## config.mk

```make
export PLATFORM = sky130hd
export DESIGN_NAME = autotest_top
export DESIGN_NICKNAME = d
export VERILOG_FILES = /design/src/common/autotest_pkg.sv /design/src/hw/block_sequencer.sv /design/src/hw/config_decoder.sv /design/src/hw/test_executor.sv /design/src/hw/result_formatter.sv /design/src/hw/autotest_top.sv
export SDC_FILE = /design/constraint.sdc
export NUM_CORES = 1
export LEC_CHECK = 0
export ABC_CLOCK_PERIOD_IN_PS = 3200
export BUFFER_PORTS_ARGS = -buffer_cell sky130_fd_sc_hd__buf_2
export CELL_PAD_IN_SITES_DETAIL_PLACEMENT = 0
export CELL_PAD_IN_SITES_GLOBAL_PLACEMENT = 1
export CORE_MARGIN = 5
export CORE_UTILIZATION = 45
export DETAILED_ROUTE_END_ITERATION = 10
export HOLD_SLACK_MARGIN = 0.06
export PLACE_DENSITY_LB_ADDON = 0.1
export SLEW_MARGIN = 40
export SYNTH_ARGS = -nofsm -noshare
export SYNTH_HDL_FRONTEND = slang
export SYNTH_HIERARCHICAL = 1
export SYNTH_SLANG_ARGS = --single-unit
export TNS_END_PERCENT = 30
```

## constraint.sdc

```tcl
create_clock -name clk -period 3.2 [get_ports clk]
set_input_delay 0 -clock clk [delete_from_list [all_inputs] [get_ports clk]]
set_output_delay 0 -clock clk [all_outputs]
set_load 0.1 [all_outputs]
```

## src/common/autotest_pkg.sv

```systemverilog
package autotest_pkg;

    typedef logic [7:0]  byte_t;
    typedef logic [31:0] word_t;
    typedef logic [4:0]  sclk_speed_t;
    typedef logic [8:0]  byte_idx_t;
    typedef logic [3:0]  run_cnt_t;

    typedef enum logic [4:0]
    {
        RESET_SPI,
        WAIT_RESET,
        READ_BLOCK,
        WAIT_READ_BLOCK,
        READ_BYTE,
        WAIT_READ_BYTE,
        CHECK,
        RUN,
        WAIT_RUN,
        WRITE_BLOCK,
        WAIT_WRITE_BLOCK,
        WRITE_BYTE,
        WAIT_WRITE_BYTE,
        NEXT_RUN,
        DONE,
        HALTED
    } seq_state_t;

    localparam int    BLOCK_BYTES    = 512;
    localparam word_t CFG_BLOCK_ADDR = 32'h0010_0000;
    localparam word_t CFG_SIGNATURE  = 32'hAABB_CCDD;
    localparam int    MAX_RUNS       = 8;

    // sized for simulation
    localparam word_t TIMEOUT_CYCLES = 32'd2000;

    // block layout
    localparam byte_idx_t OFS_SIGNATURE  = 9'd0;
    localparam byte_idx_t OFS_RUNS       = 9'd4;
    localparam byte_idx_t OFS_N_BLOCKS   = 9'd5;
    localparam byte_idx_t OFS_SCLK_SPEED = 9'd9;
    localparam byte_idx_t OFS_CMD18      = 9'd10;
    // four bytes per run, lsb first
    localparam byte_idx_t OFS_TIMERS     = 9'd12;

endpackage

```

## src/hw/block_sequencer.sv

```systemverilog
`timescale 1ns/1ps

module block_sequencer
    import autotest_pkg::*;
(
    input  logic      clk,
    input  logic      rst,
    input  logic      spi_busy_i,
    output logic      spi_rst_o,
    output logic      spi_r_block_o,
    output logic      spi_r_byte_o,
    output logic      spi_w_block_o,
    output logic      spi_w_byte_o,
    output logic      uut_rst_o,
    output logic      uut_sel_o,
    output logic      done_o,
    output logic      error_o,
    output logic      cap_o,
    output byte_idx_t idx_o,
    input  logic      cfg_valid_i,
    input  run_cnt_t  runs_i,
    output logic      start_o,
    input  logic      run_done_i,
    output logic      log_o,
    output run_cnt_t  run_idx_o
);

    seq_state_t state;
    seq_state_t state_next;
    byte_idx_t  idx;
    run_cnt_t   run_cnt;
    run_cnt_t   run_next;
    logic       last_byte;

    assign last_byte = (idx == byte_idx_t'(BLOCK_BYTES - 1));
    assign run_next  = run_cnt + 4'd1;

    always_comb
    begin
        state_next = state;
        case (state)
            RESET_SPI:        if (spi_busy_i) state_next = WAIT_RESET;
            WAIT_RESET:       if (!spi_busy_i) state_next = READ_BLOCK;
            READ_BLOCK:       if (spi_busy_i) state_next = WAIT_READ_BLOCK;
            WAIT_READ_BLOCK:  if (!spi_busy_i) state_next = READ_BYTE;
            READ_BYTE:        if (spi_busy_i) state_next = WAIT_READ_BYTE;
            WAIT_READ_BYTE:
            begin
                if (!spi_busy_i)
                    state_next = last_byte ? CHECK : READ_BYTE;
            end
            CHECK:            state_next = cfg_valid_i ? RUN : HALTED;
            RUN:              state_next = WAIT_RUN;
            WAIT_RUN:         if (run_done_i) state_next = WRITE_BLOCK;
            WRITE_BLOCK:      if (spi_busy_i) state_next = WAIT_WRITE_BLOCK;
            WAIT_WRITE_BLOCK: if (!spi_busy_i) state_next = WRITE_BYTE;
            WRITE_BYTE:       if (spi_busy_i) state_next = WAIT_WRITE_BYTE;
            WAIT_WRITE_BYTE:
            begin
                if (!spi_busy_i)
                    state_next = last_byte ? NEXT_RUN : WRITE_BYTE;
            end
            NEXT_RUN:         state_next = (run_next == runs_i) ? DONE : RESET_SPI;
            default:          state_next = state;
        endcase
    end

    always_ff @(posedge clk)
    begin
        if (rst)
            state <= RESET_SPI;
        else
            state <= state_next;
    end

    // requests are decoded from the next state so they line up with the state
    always_ff @(posedge clk)
    begin
        if (rst)
        begin
            spi_rst_o     <= 1'b0;
            spi_r_block_o <= 1'b0;
            spi_r_byte_o  <= 1'b0;
            spi_w_block_o <= 1'b0;
            spi_w_byte_o  <= 1'b0;
            uut_rst_o     <= 1'b0;
            uut_sel_o     <= 1'b0;
            done_o        <= 1'b0;
            error_o       <= 1'b0;
        end
        else
        begin
            spi_rst_o     <= (state_next == RESET_SPI);
            spi_r_block_o <= state_next inside {READ_BLOCK, WAIT_READ_BLOCK,
                                                READ_BYTE, WAIT_READ_BYTE};
            spi_r_byte_o  <= (state_next == READ_BYTE);
            spi_w_block_o <= state_next inside {WRITE_BLOCK, WAIT_WRITE_BLOCK,
                                                WRITE_BYTE, WAIT_WRITE_BYTE};
            spi_w_byte_o  <= (state_next == WRITE_BYTE);
            uut_rst_o     <= state_next inside {RESET_SPI, WAIT_RESET, READ_BLOCK,
                                                WAIT_READ_BLOCK, READ_BYTE,
                                                WAIT_READ_BYTE};
            uut_sel_o     <= state_next inside {CHECK, RUN, WAIT_RUN};
            done_o        <= (state_next == DONE);
            error_o       <= (state_next == HALTED);
        end
    end

    always_ff @(posedge clk)
    begin
        if (rst)
        begin
            idx     <= '0;
            run_cnt <= '0;
        end
        else
        begin
            if (state == WAIT_READ_BLOCK || state == WAIT_WRITE_BLOCK)
                idx <= '0;
            else if ((state == WAIT_READ_BYTE || state == WAIT_WRITE_BYTE) && !spi_busy_i)
                idx <= idx + 9'd1;
            if (state == NEXT_RUN)
                run_cnt <= run_next;
        end
    end

    // byte is valid once busy drops after a read
    assign cap_o     = (state == WAIT_READ_BYTE) && !spi_busy_i;
    assign idx_o     = idx;
    assign start_o   = (state == RUN);
    assign log_o     = (state == WAIT_RUN) && run_done_i;
    assign run_idx_o = run_cnt;

endmodule

```

## src/hw/config_decoder.sv

```systemverilog
`timescale 1ns/1ps

module config_decoder
    import autotest_pkg::*;
(
    input  logic        clk,
    input  logic        rst,
    input  logic        cap_i,
    input  byte_idx_t   idx_i,
    input  byte_t       data_i,
    output word_t       signature_o,
    output run_cnt_t    runs_o,
    output word_t       n_blocks_o,
    output sclk_speed_t sclk_speed_o,
    output logic        cmd18_o,
    output logic        cfg_valid_o
);

    always_ff @(posedge clk)
    begin
        if (rst)
        begin
            signature_o  <= '0;
            runs_o       <= '0;
            n_blocks_o   <= '0;
            sclk_speed_o <= '0;
            cmd18_o      <= 1'b0;
        end
        else if (cap_i)
        begin
            case (idx_i)
                // signature arrives msb first
                OFS_SIGNATURE:          signature_o[31:24] <= data_i;
                OFS_SIGNATURE + 9'd1:   signature_o[23:16] <= data_i;
                OFS_SIGNATURE + 9'd2:   signature_o[15:8]  <= data_i;
                OFS_SIGNATURE + 9'd3:   signature_o[7:0]   <= data_i;
                OFS_RUNS:
                begin
                    if (data_i > 8'd15)
                        runs_o <= 4'd15;
                    else
                        runs_o <= data_i[3:0];
                end
                OFS_N_BLOCKS:           n_blocks_o[7:0]    <= data_i;
                OFS_N_BLOCKS + 9'd1:    n_blocks_o[15:8]   <= data_i;
                OFS_N_BLOCKS + 9'd2:    n_blocks_o[23:16]  <= data_i;
                OFS_N_BLOCKS + 9'd3:    n_blocks_o[31:24]  <= data_i;
                OFS_SCLK_SPEED:         sclk_speed_o       <= data_i[4:0];
                OFS_CMD18:              cmd18_o            <= data_i[0];
                default:
                begin
                end
            endcase
        end
    end

    assign cfg_valid_o = (signature_o == CFG_SIGNATURE) &&
                         (runs_o != 4'd0) &&
                         (runs_o <= run_cnt_t'(MAX_RUNS));

endmodule

```

## src/hw/test_executor.sv

```systemverilog
`timescale 1ns/1ps

module test_executor
    import autotest_pkg::*;
(
    input  logic  clk,
    input  logic  rst,
    input  logic  start_i,
    input  logic  uut_finish_i,
    output logic  uut_start_o,
    output logic  done_o,
    output word_t elapsed_o
);

    logic running;
    logic stop;

    // finish wins over a count that is about to hit the limit
    assign stop = running && (uut_finish_i || elapsed_o >= TIMEOUT_CYCLES);

    always_ff @(posedge clk)
    begin
        if (rst)
        begin
            running   <= 1'b0;
            done_o    <= 1'b0;
            elapsed_o <= '0;
        end
        else
        begin
            done_o <= stop;
            if (start_i && !running)
            begin
                running   <= 1'b1;
                elapsed_o <= '0;
            end
            else if (stop)
                running <= 1'b0;
            else if (running)
                elapsed_o <= elapsed_o + 32'd1;
        end
    end

    assign uut_start_o = running;

endmodule

```

## src/hw/result_formatter.sv

```systemverilog
`timescale 1ns/1ps

module result_formatter
    import autotest_pkg::*;
(
    input  logic        clk,
    input  logic        rst,
    input  logic        log_i,
    input  run_cnt_t    run_idx_i,
    input  word_t       elapsed_i,
    input  word_t       signature_i,
    input  run_cnt_t    runs_i,
    input  word_t       n_blocks_i,
    input  sclk_speed_t sclk_speed_i,
    input  logic        cmd18_i,
    input  byte_idx_t   idx_i,
    output byte_t       byte_o
);

    word_t     timer_log [MAX_RUNS];
    byte_idx_t timer_ofs;
    logic      in_timers;

    always_ff @(posedge clk)
    begin
        if (rst)
        begin
            for (int i = 0; i < MAX_RUNS; i++)
                timer_log[i] <= '0;
        end
        else if (log_i && run_idx_i < run_cnt_t'(MAX_RUNS))
            timer_log[run_idx_i[2:0]] <= elapsed_i;
    end

    assign timer_ofs = idx_i - OFS_TIMERS;
    assign in_timers = (idx_i >= OFS_TIMERS) &&
                       (timer_ofs < byte_idx_t'(4 * MAX_RUNS));

    always_comb
    begin
        byte_o = '0;
        case (idx_i)
            OFS_SIGNATURE:        byte_o = signature_i[31:24];
            OFS_SIGNATURE + 9'd1: byte_o = signature_i[23:16];
            OFS_SIGNATURE + 9'd2: byte_o = signature_i[15:8];
            OFS_SIGNATURE + 9'd3: byte_o = signature_i[7:0];
            OFS_RUNS:             byte_o = {4'd0, runs_i};
            OFS_N_BLOCKS:         byte_o = n_blocks_i[7:0];
            OFS_N_BLOCKS + 9'd1:  byte_o = n_blocks_i[15:8];
            OFS_N_BLOCKS + 9'd2:  byte_o = n_blocks_i[23:16];
            OFS_N_BLOCKS + 9'd3:  byte_o = n_blocks_i[31:24];
            OFS_SCLK_SPEED:       byte_o = {3'd0, sclk_speed_i};
            OFS_CMD18:            byte_o = {7'd0, cmd18_i};
            default:
            begin
                // slot in bits 4:2, byte lane in bits 1:0
                if (in_timers)
                    byte_o = timer_log[timer_ofs[4:2]][timer_ofs[1:0] * 8 +: 8];
            end
        endcase
    end

endmodule

```

## src/hw/autotest_top.sv

```systemverilog
`timescale 1ns/1ps

module autotest_top
    import autotest_pkg::*;
(
    input  logic        clk,
    input  logic        rst,
    input  logic        spi_busy_i,
    input  byte_t       spi_data_i,
    output logic        spi_rst_o,
    output logic        spi_r_block_o,
    output logic        spi_r_byte_o,
    output logic        spi_w_block_o,
    output logic        spi_w_byte_o,
    output byte_t       spi_data_o,
    output word_t       spi_block_addr_o,
    output logic        uut_rst_o,
    output logic        uut_sel_o,
    output logic        uut_start_o,
    input  logic        uut_finish_i,
    output word_t       uut_n_blocks_o,
    output sclk_speed_t uut_sclk_speed_o,
    output logic        uut_cmd18_o,
    output logic        done_o,
    output logic        error_o
);

    logic      cap;
    byte_idx_t idx;
    logic      cfg_valid;
    run_cnt_t  runs;
    word_t     signature;
    logic      start;
    logic      run_done;
    word_t     elapsed;
    logic      log_run;
    run_cnt_t  run_idx;

    // single config / result block
    assign spi_block_addr_o = CFG_BLOCK_ADDR;

    block_sequencer block_sequencer_inst
    (
        .clk           (clk),
        .rst           (rst),
        .spi_busy_i    (spi_busy_i),
        .spi_rst_o     (spi_rst_o),
        .spi_r_block_o (spi_r_block_o),
        .spi_r_byte_o  (spi_r_byte_o),
        .spi_w_block_o (spi_w_block_o),
        .spi_w_byte_o  (spi_w_byte_o),
        .uut_rst_o     (uut_rst_o),
        .uut_sel_o     (uut_sel_o),
        .done_o        (done_o),
        .error_o       (error_o),
        .cap_o         (cap),
        .idx_o         (idx),
        .cfg_valid_i   (cfg_valid),
        .runs_i        (runs),
        .start_o       (start),
        .run_done_i    (run_done),
        .log_o         (log_run),
        .run_idx_o     (run_idx)
    );

    config_decoder config_decoder_inst
    (
        .clk          (clk),
        .rst          (rst),
        .cap_i        (cap),
        .idx_i        (idx),
        .data_i       (spi_data_i),
        .signature_o  (signature),
        .runs_o       (runs),
        .n_blocks_o   (uut_n_blocks_o),
        .sclk_speed_o (uut_sclk_speed_o),
        .cmd18_o      (uut_cmd18_o),
        .cfg_valid_o  (cfg_valid)
    );

    test_executor test_executor_inst
    (
        .clk          (clk),
        .rst          (rst),
        .start_i      (start),
        .uut_finish_i (uut_finish_i),
        .uut_start_o  (uut_start_o),
        .done_o       (run_done),
        .elapsed_o    (elapsed)
    );

    result_formatter result_formatter_inst
    (
        .clk          (clk),
        .rst          (rst),
        .log_i        (log_run),
        .run_idx_i    (run_idx),
        .elapsed_i    (elapsed),
        .signature_i  (signature),
        .runs_i       (runs),
        .n_blocks_i   (uut_n_blocks_o),
        .sclk_speed_i (uut_sclk_speed_o),
        .cmd18_i      (uut_cmd18_o),
        .idx_i        (idx),
        .byte_o       (spi_data_o)
    );

endmodule

```

Word level (Yosys, flattened, before mapping)
Memories as Yosys holds them, arrays and structs flattened.
Index checks and enable logic that the tools add are counted.

cells by class
  $add $sub $neg = 4
  multiply operators = 0
  divide/modulo/power cells = 0
  order comparisons = 6
  eq/ne operators = 40
  shift-type cells = 1
  multiplexer cells = 29
  bitwise gates (word level) = 1
  reductions and logical operators = 38

operators with widths
  cell                                                                      number
  8-bit case mux with 11 select lines                                       1
  5-bit case mux with 14 select lines                                       1
  5-bit by 4-bit == test with 1-bit output (second input constant)          13
  5-bit two-way mux                                                         11
  5-bit by 3-bit == test with 1-bit output (second input constant)          8
  9-bit by 3-bit == test with 1-bit output (second input constant)          4
  32-bit by 1-bit adder with 32-bit output (second input constant)          1
  32-bit == test (second input constant)                                    1
  32-bit by 11-bit >= comparator with 1-bit output (second input constant)  1
  32-bit two-way mux                                                        1
  32-bit OR reduction                                                       1
  32-bit by 6-bit indexed part select with 8-bit output                     1
  9-bit by 4-bit == test with 1-bit output (second input constant)          3
  2-bit AND reduction                                                       12
  5-bit by 2-bit == test with 1-bit output (second input constant)          4
  9-bit by 2-bit == test with 1-bit output (second input constant)          2
  4-bit two-way mux                                                         3
  4-bit nonzero test                                                        3
  5-bit by 1-bit == test with 1-bit output (second input constant)          2
  5-bit logical NOT                                                         2
  9-bit by 1-bit adder with 9-bit output (second input constant)            1
  9-bit by 1-bit == test with 1-bit output (second input constant)          1
  9-bit == test (second input constant)                                     1
  9-bit by 4-bit >= comparator with 1-bit output (second input constant)    1
  other kinds (20)                                                          40

word-level totals
  register bits = 135
  latch bits = 0
  memory bits (writable) = 256
  bits in read-only memories = 0
  bits of input ports = 12
  output and inout port bits = 88
  logic and storage cells = 146
  memories kept = 1

memory list
  name                             depth  width  rd ports  clocked after memory_dff  wr ports  RTL line                source
  result_formatter_inst.timer_log  8      32     1         0                         8         result_formatter.sv:20  word_t timer_log [MAX_RUNS];

Depth between registers and ports, before layout
  depth after elaboration = 8
  gate-level depth with buffers = 12
  mapped depth without buffers = 9

Modules after synthesis
The synthesis kept the hierarchy.

modules (own cells, without submodules)
  module            times used  cells each  area an instance (um^2)  sequential area each (um^2)
  result_formatter  1           816         12478.2                  7687.4
  config_decoder    1           290         3183.1                   1481.4
  block_sequencer   1           180         1576.5                   540.5
  test_executor     1           124         1320.0                   680.7
  autotest_top      1           34          247.7                    0.0

Worst setup path after synthesis
OpenSTA, ideal clock, no wires.

  kind = register to output
  start = register block_sequencer_inst.idx[2], in the netlist block_sequencer_inst/idx_o[2]
  end = output spi_data_o[4]
  arrival = 5.119 ns
  data required time = 3.200 ns
  setup slack = -1.919 ns
  stages on the path, launching flop included = 13
  path buffers = 5
  path through = dfxtp_1 > buf_2 > buf_2 > inv_1 > ha_1 > buf_2 > buf_2 > buf_1 > mux4_2 > mux2i_1 > mux2i_1 > a31oi_1 > o31ai_1

on the way
  cells in the longest elaborated chain, start to end = 5
  elaborated cells between the ends (all ways) = 19
  those cells by class = 1 x add/sub; 2 x order compare; 10 x eq/ne; 1 x shift; 2 x mux; 2 x reduce/logical; 1 x memory

ends and longest elaborated chain
  item                                                                                             RTL line                                        source
  start: declaration                                                                               block_sequencer.sv:30                           byte_idx_t idx;
  start signal: assignment                                                                         block_sequencer.sv:121                          idx <= idx + 9'd1;
  9-bit by 4-bit subtractor with 9-bit output                                                      result_formatter.sv:35                          assign timer_ofs = idx_i - OFS_TIMERS;
  memory read 8 x 32 bit or 9-bit by 6-bit less-than comparator with 1-bit output (tied branches)  --
  32-bit by 6-bit indexed part select with 8-bit output or 1-bit logical AND (tied branches)       result_formatter.sv:58, result_formatter.sv:36
  8-bit two-way mux                                                                                result_formatter.sv:57                          if (in_timers)
  8-bit case mux with 11 select lines (*)                                                          result_formatter.sv:42                          case (idx_i)
  end: declaration                                                                                 autotest_top.sv:15                              output byte_t spi_data_o,

Mark *: on every way between the ends. The rest lies on a longest branch, timed or not.

Worst setup path after layout
  start = register block_sequencer_inst.idx[2], in the netlist block_sequencer_inst/idx_o[2]
  end = output spi_data_o[5]

The elaborated chain is that of the path after synthesis.

==> results.sh <==
export IMPL_end_kind="output pin"
export IMPL_ys_seq_area_share_pct=55.2
export IMPL_initial_core_util_pct=45.7
export IMPL_synth_area_um2=18800
export IMPL_place_ws_ns=0.325
export IMPL_status="completed"
export IMPL_synth_seq_cells=391
export IMPL_cp_start_kind="flop"
export IMPL_required_ns=3.20
export IMPL_grt_util_all_layers_pct=21.9
export IMPL_p_int_mw=8.83
export IMPL_synth_main_ff_cell="edfxtp_1"
export IMPL_ys_top_cells_by_area="edfxtp_1 41%, dfxtp_1 14%, and2_1 9.3%"
export IMPL_maxCapViolCount=0
export IMPL_p_leak_nw=8.05
export IMPL_most_common_layout_cells="281 x and2_1, 256 x edfxtp_1, 131 x dfxtp_1, 90 x mux2i_1, 89 x nand2b_1"
export IMPL_pwr_share_comb_pct=5.1
export IMPL_arrival_ns=3.16
export IMPL_synth_warnings=6
export IMPL_cts_sinks=391
export IMPL_rsz0062_at_grt="true"
export IMPL_synth_cell_types=89
export IMPL_synth_edff_count=256
export IMPL_switching_power_mw=2.57
export IMPL_layout_drive_gt1_share_pct=22.8
export IMPL_grt_remaining_overflow=0
export IMPL_tightest_slew_ns=0.733
export IMPL_dieArea_um2=46000
export IMPL_p_sw_share_pct=22.5
export IMPL_dr_total_vias=11700
export IMPL_synth_area_per_cell_um2=13.0
export IMPL_hold_class="in -> reg"
export IMPL_power_mw=11.4
export IMPL_cts_tree="done"
export IMPL_synth_top_area_cell="edfxtp_1"
export IMPL_antenna_found_initial=1
export IMPL_final_seq_area_um2=10400
export IMPL_fin_tns_setup_ns=0
export IMPL_grt_start_max_net_pins=101
export IMPL_post_route_drc_count=0
export IMPL_synth_top_area_share_pct=40.9
export IMPL_core_um2=41100
export IMPL_path_class="reg -> out"
export IMPL_vdd_drop_max_mv=0.342
export IMPL_hpwl_um=31800
export IMPL_clkPwrFrac_pct=46.0
export IMPL_die_h_um=214
export IMPL_setup_viol=0
export IMPL_grt_pass1_vias=12000
export IMPL_final_area_um2=21800
export IMPL_clockRootBuffer="clkbuf_16"
export IMPL_grt_pass1_wl_um=77500
export IMPL_fin_nets=1558
export IMPL_p_seq_share_pct=48.9
export IMPL_max_slew_margin_rel_pct=50.8
export IMPL_layout_commonest_cell="and2_1"
export IMPL_reg2reg_slack_ns=0.32
export IMPL_dr_pass1_iters=7
export IMPL_num_rows=74
export IMPL_syn_to_final_growth_pct=15.9
export IMPL_diodes=0
export IMPL_vias_per_cell=5.56
export IMPL_p_per_area_nw_per_um2=523
export IMPL_clock_skew_ns=0.0285
export IMPL_postRouteAntennaNets=0
export IMPL_n_fill_cell=3527
export IMPL_clkSlewWorstSetupHoldPaths_ns=0.05
export IMPL_clk_path_buf_depth=3
export IMPL_cts_buffers=44
export IMPL_worst_slack_ns=0.0445
export IMPL_place_area_um2=20000
export IMPL_io_pins=100
export IMPL_drt_iter0_drc=795
export IMPL_async_flop_share_pct=0
export IMPL_wl_per_cell_um=24.0
export IMPL_hold_viol=0
export IMPL_die_w_um=214
export IMPL_fin_crit_ns=3.16
export IMPL_port_buffers=67
export IMPL_fmax_mhz=317
export IMPL_fin_util_pct=53.0
export IMPL_cts_max_level=2
export IMPL_min_period_over_period_pct=98.6
export IMPL_syn_inst=1444
export IMPL_cp_max_fo=11
export IMPL_clock_latency_ns=0.58
export IMPL_maxSlewViolCount=0
export IMPL_drt_wl_total_um=50500
export IMPL_multi_input_area_um2=8030
export IMPL_place_gp_congestion=0.833
[power by group through the flow]
| stage | clock [mW] | sequential [mW] | combinational (mW) |
|---|---|---|---|
| 2_1_floorplan | 0 | 5.69 | 0.428 |
| 3_3_place_gp | 0 | 5.68 | 0.568 |
| 3_5_place_dp | 0 | 5.68 | 0.570 |
| 4_1_cts | 5.36 | 5.58 | 0.583 |
| 5_1_grt | 5.60 | 5.59 | 0.609 |
| 6_report | 5.24 | 5.57 | 0.580 |
[cell type report]
class                   count  area share, %
repair buffers            138           5.12
clock buffers              63           5.75
inverters                  19          0.327
multi-input cells         943           36.8
clock inverters            19           1.21
flip-flops and latches    391           47.7
well taps                 532           3.05
[sequential cells by signal, summed over array words and instances (netlist names), 4 cells and up]
signal / cells
config_decoder_inst/runs_o: 4
block_sequencer_inst/state: 5
config_decoder_inst/sclk_speed_o: 5
config_decoder_inst/n_blocks_o: 32
result_formatter_inst/timer_log: 256
block_sequencer_inst/idx_o: 9
config_decoder_inst/signature_o: 32
block_sequencer_inst/run_idx_o: 4
test_executor_inst/elapsed_o: 32
[synth_stat cells (5+ instances only)]
cell	instances
edfxtp_1	256
buf_1	5
a21oi_1	16
nand2b_1	89
nand2_1	33
and3_1	6
xnor2_1	15
a22oi_1	5
dfxtp_1	135
mux4_2	78
nor4_2	5
nor4_4	5
clkbuf_1	58
mux2i_1	94
a21o_1	5
a221oi_1	6
and2_1	281
xor2_1	10
nor2_1	47
nor2b_1	11
nand3_1	28
ha_1	9
nor4_1	7
inv_1	19
or2_2	9
o211ai_1	5
buf_4	36
o21ai_0	6
nor3_1	20
buf_2	20
a31oi_1	9
nand4_1	14
[layer usage]
layer | vias to the layer above | share of wire [%] | track usage (%)
li1 | 5409 | - | -
met5 | - | 0 | 0
met1 | 5909 | 44 | 30.1
met3 | 79 | 4.5 | 3.70
met4 | 0 | 2.4 | 5.75
met2 | 311 | 49 | 36.3
[worst max-delay path, stage by stage (launching register included)]
cell and delay (ns):
dfxtp_4 0.40, inv_2 0.07, ha_4 0.37, buf_12 0.17, mux4_2 0.29, mux4_2 0.53, mux2_4 0.32, nand3_2 0.06
nand4b_1 0.15, buf_8 0.22
[cell families (layout without fill, tap and decap cells)]
kind of cell / count (synthesis) / count (layout) / synth area share [%]
flip-flops: 391 / 391 / 55.2
multiplexers: 175 / 175 / 14.5
adder cells (fa/ha/maj): 9 / 9 / 0.599
other: 2 / 32 / 0.0399
buffers and inverters: 140 / 239 / 3.73
AND/OR/NAND/NOR: 601 / 601 / 20.4
XOR/XNOR: 25 / 25 / 1.16
AO/OA/AOI/OAI: 101 / 101 / 4.34
[stage by stage]
step | hold slack [ns] | std cells
6_report | 0.153 | 2105
5_1_grt | 0.170 | 2105
4_1_cts | 0.135 | 2105
3_5_place_dp | 0.266 | 2008
3_3_place_gp | 0.268 | 2008
2_1_floorplan | 0.0691 | 1474
[repair_timing]
action,4_1_cts,5_1_grt
hold buffers,10,0
endpoints found under the hold margin,60,0
pin swaps,1,2
endpoints found under the setup margin,8,7
gates cloned,1,0
resized for setup,20,9
setup buffers,4,0
[path summary, 6_finish.rpt]
path | endpoint | startpoint | depth (start not counted)
setup / recovery | spi_data_o[5] | block_sequencer_inst/idx_o[2] | 9
hold / removal | config_decoder_inst/runs_o[1] | spi_data_i[4] | 4
setup reg to reg | block_sequencer_inst/uut_sel_o | config_decoder_inst/signature_o[21] | 9
hold reg to reg | config_decoder_inst/n_blocks_o[17] | config_decoder_inst/n_blocks_o[17] | 2
(Power assumes the default switching activity.)
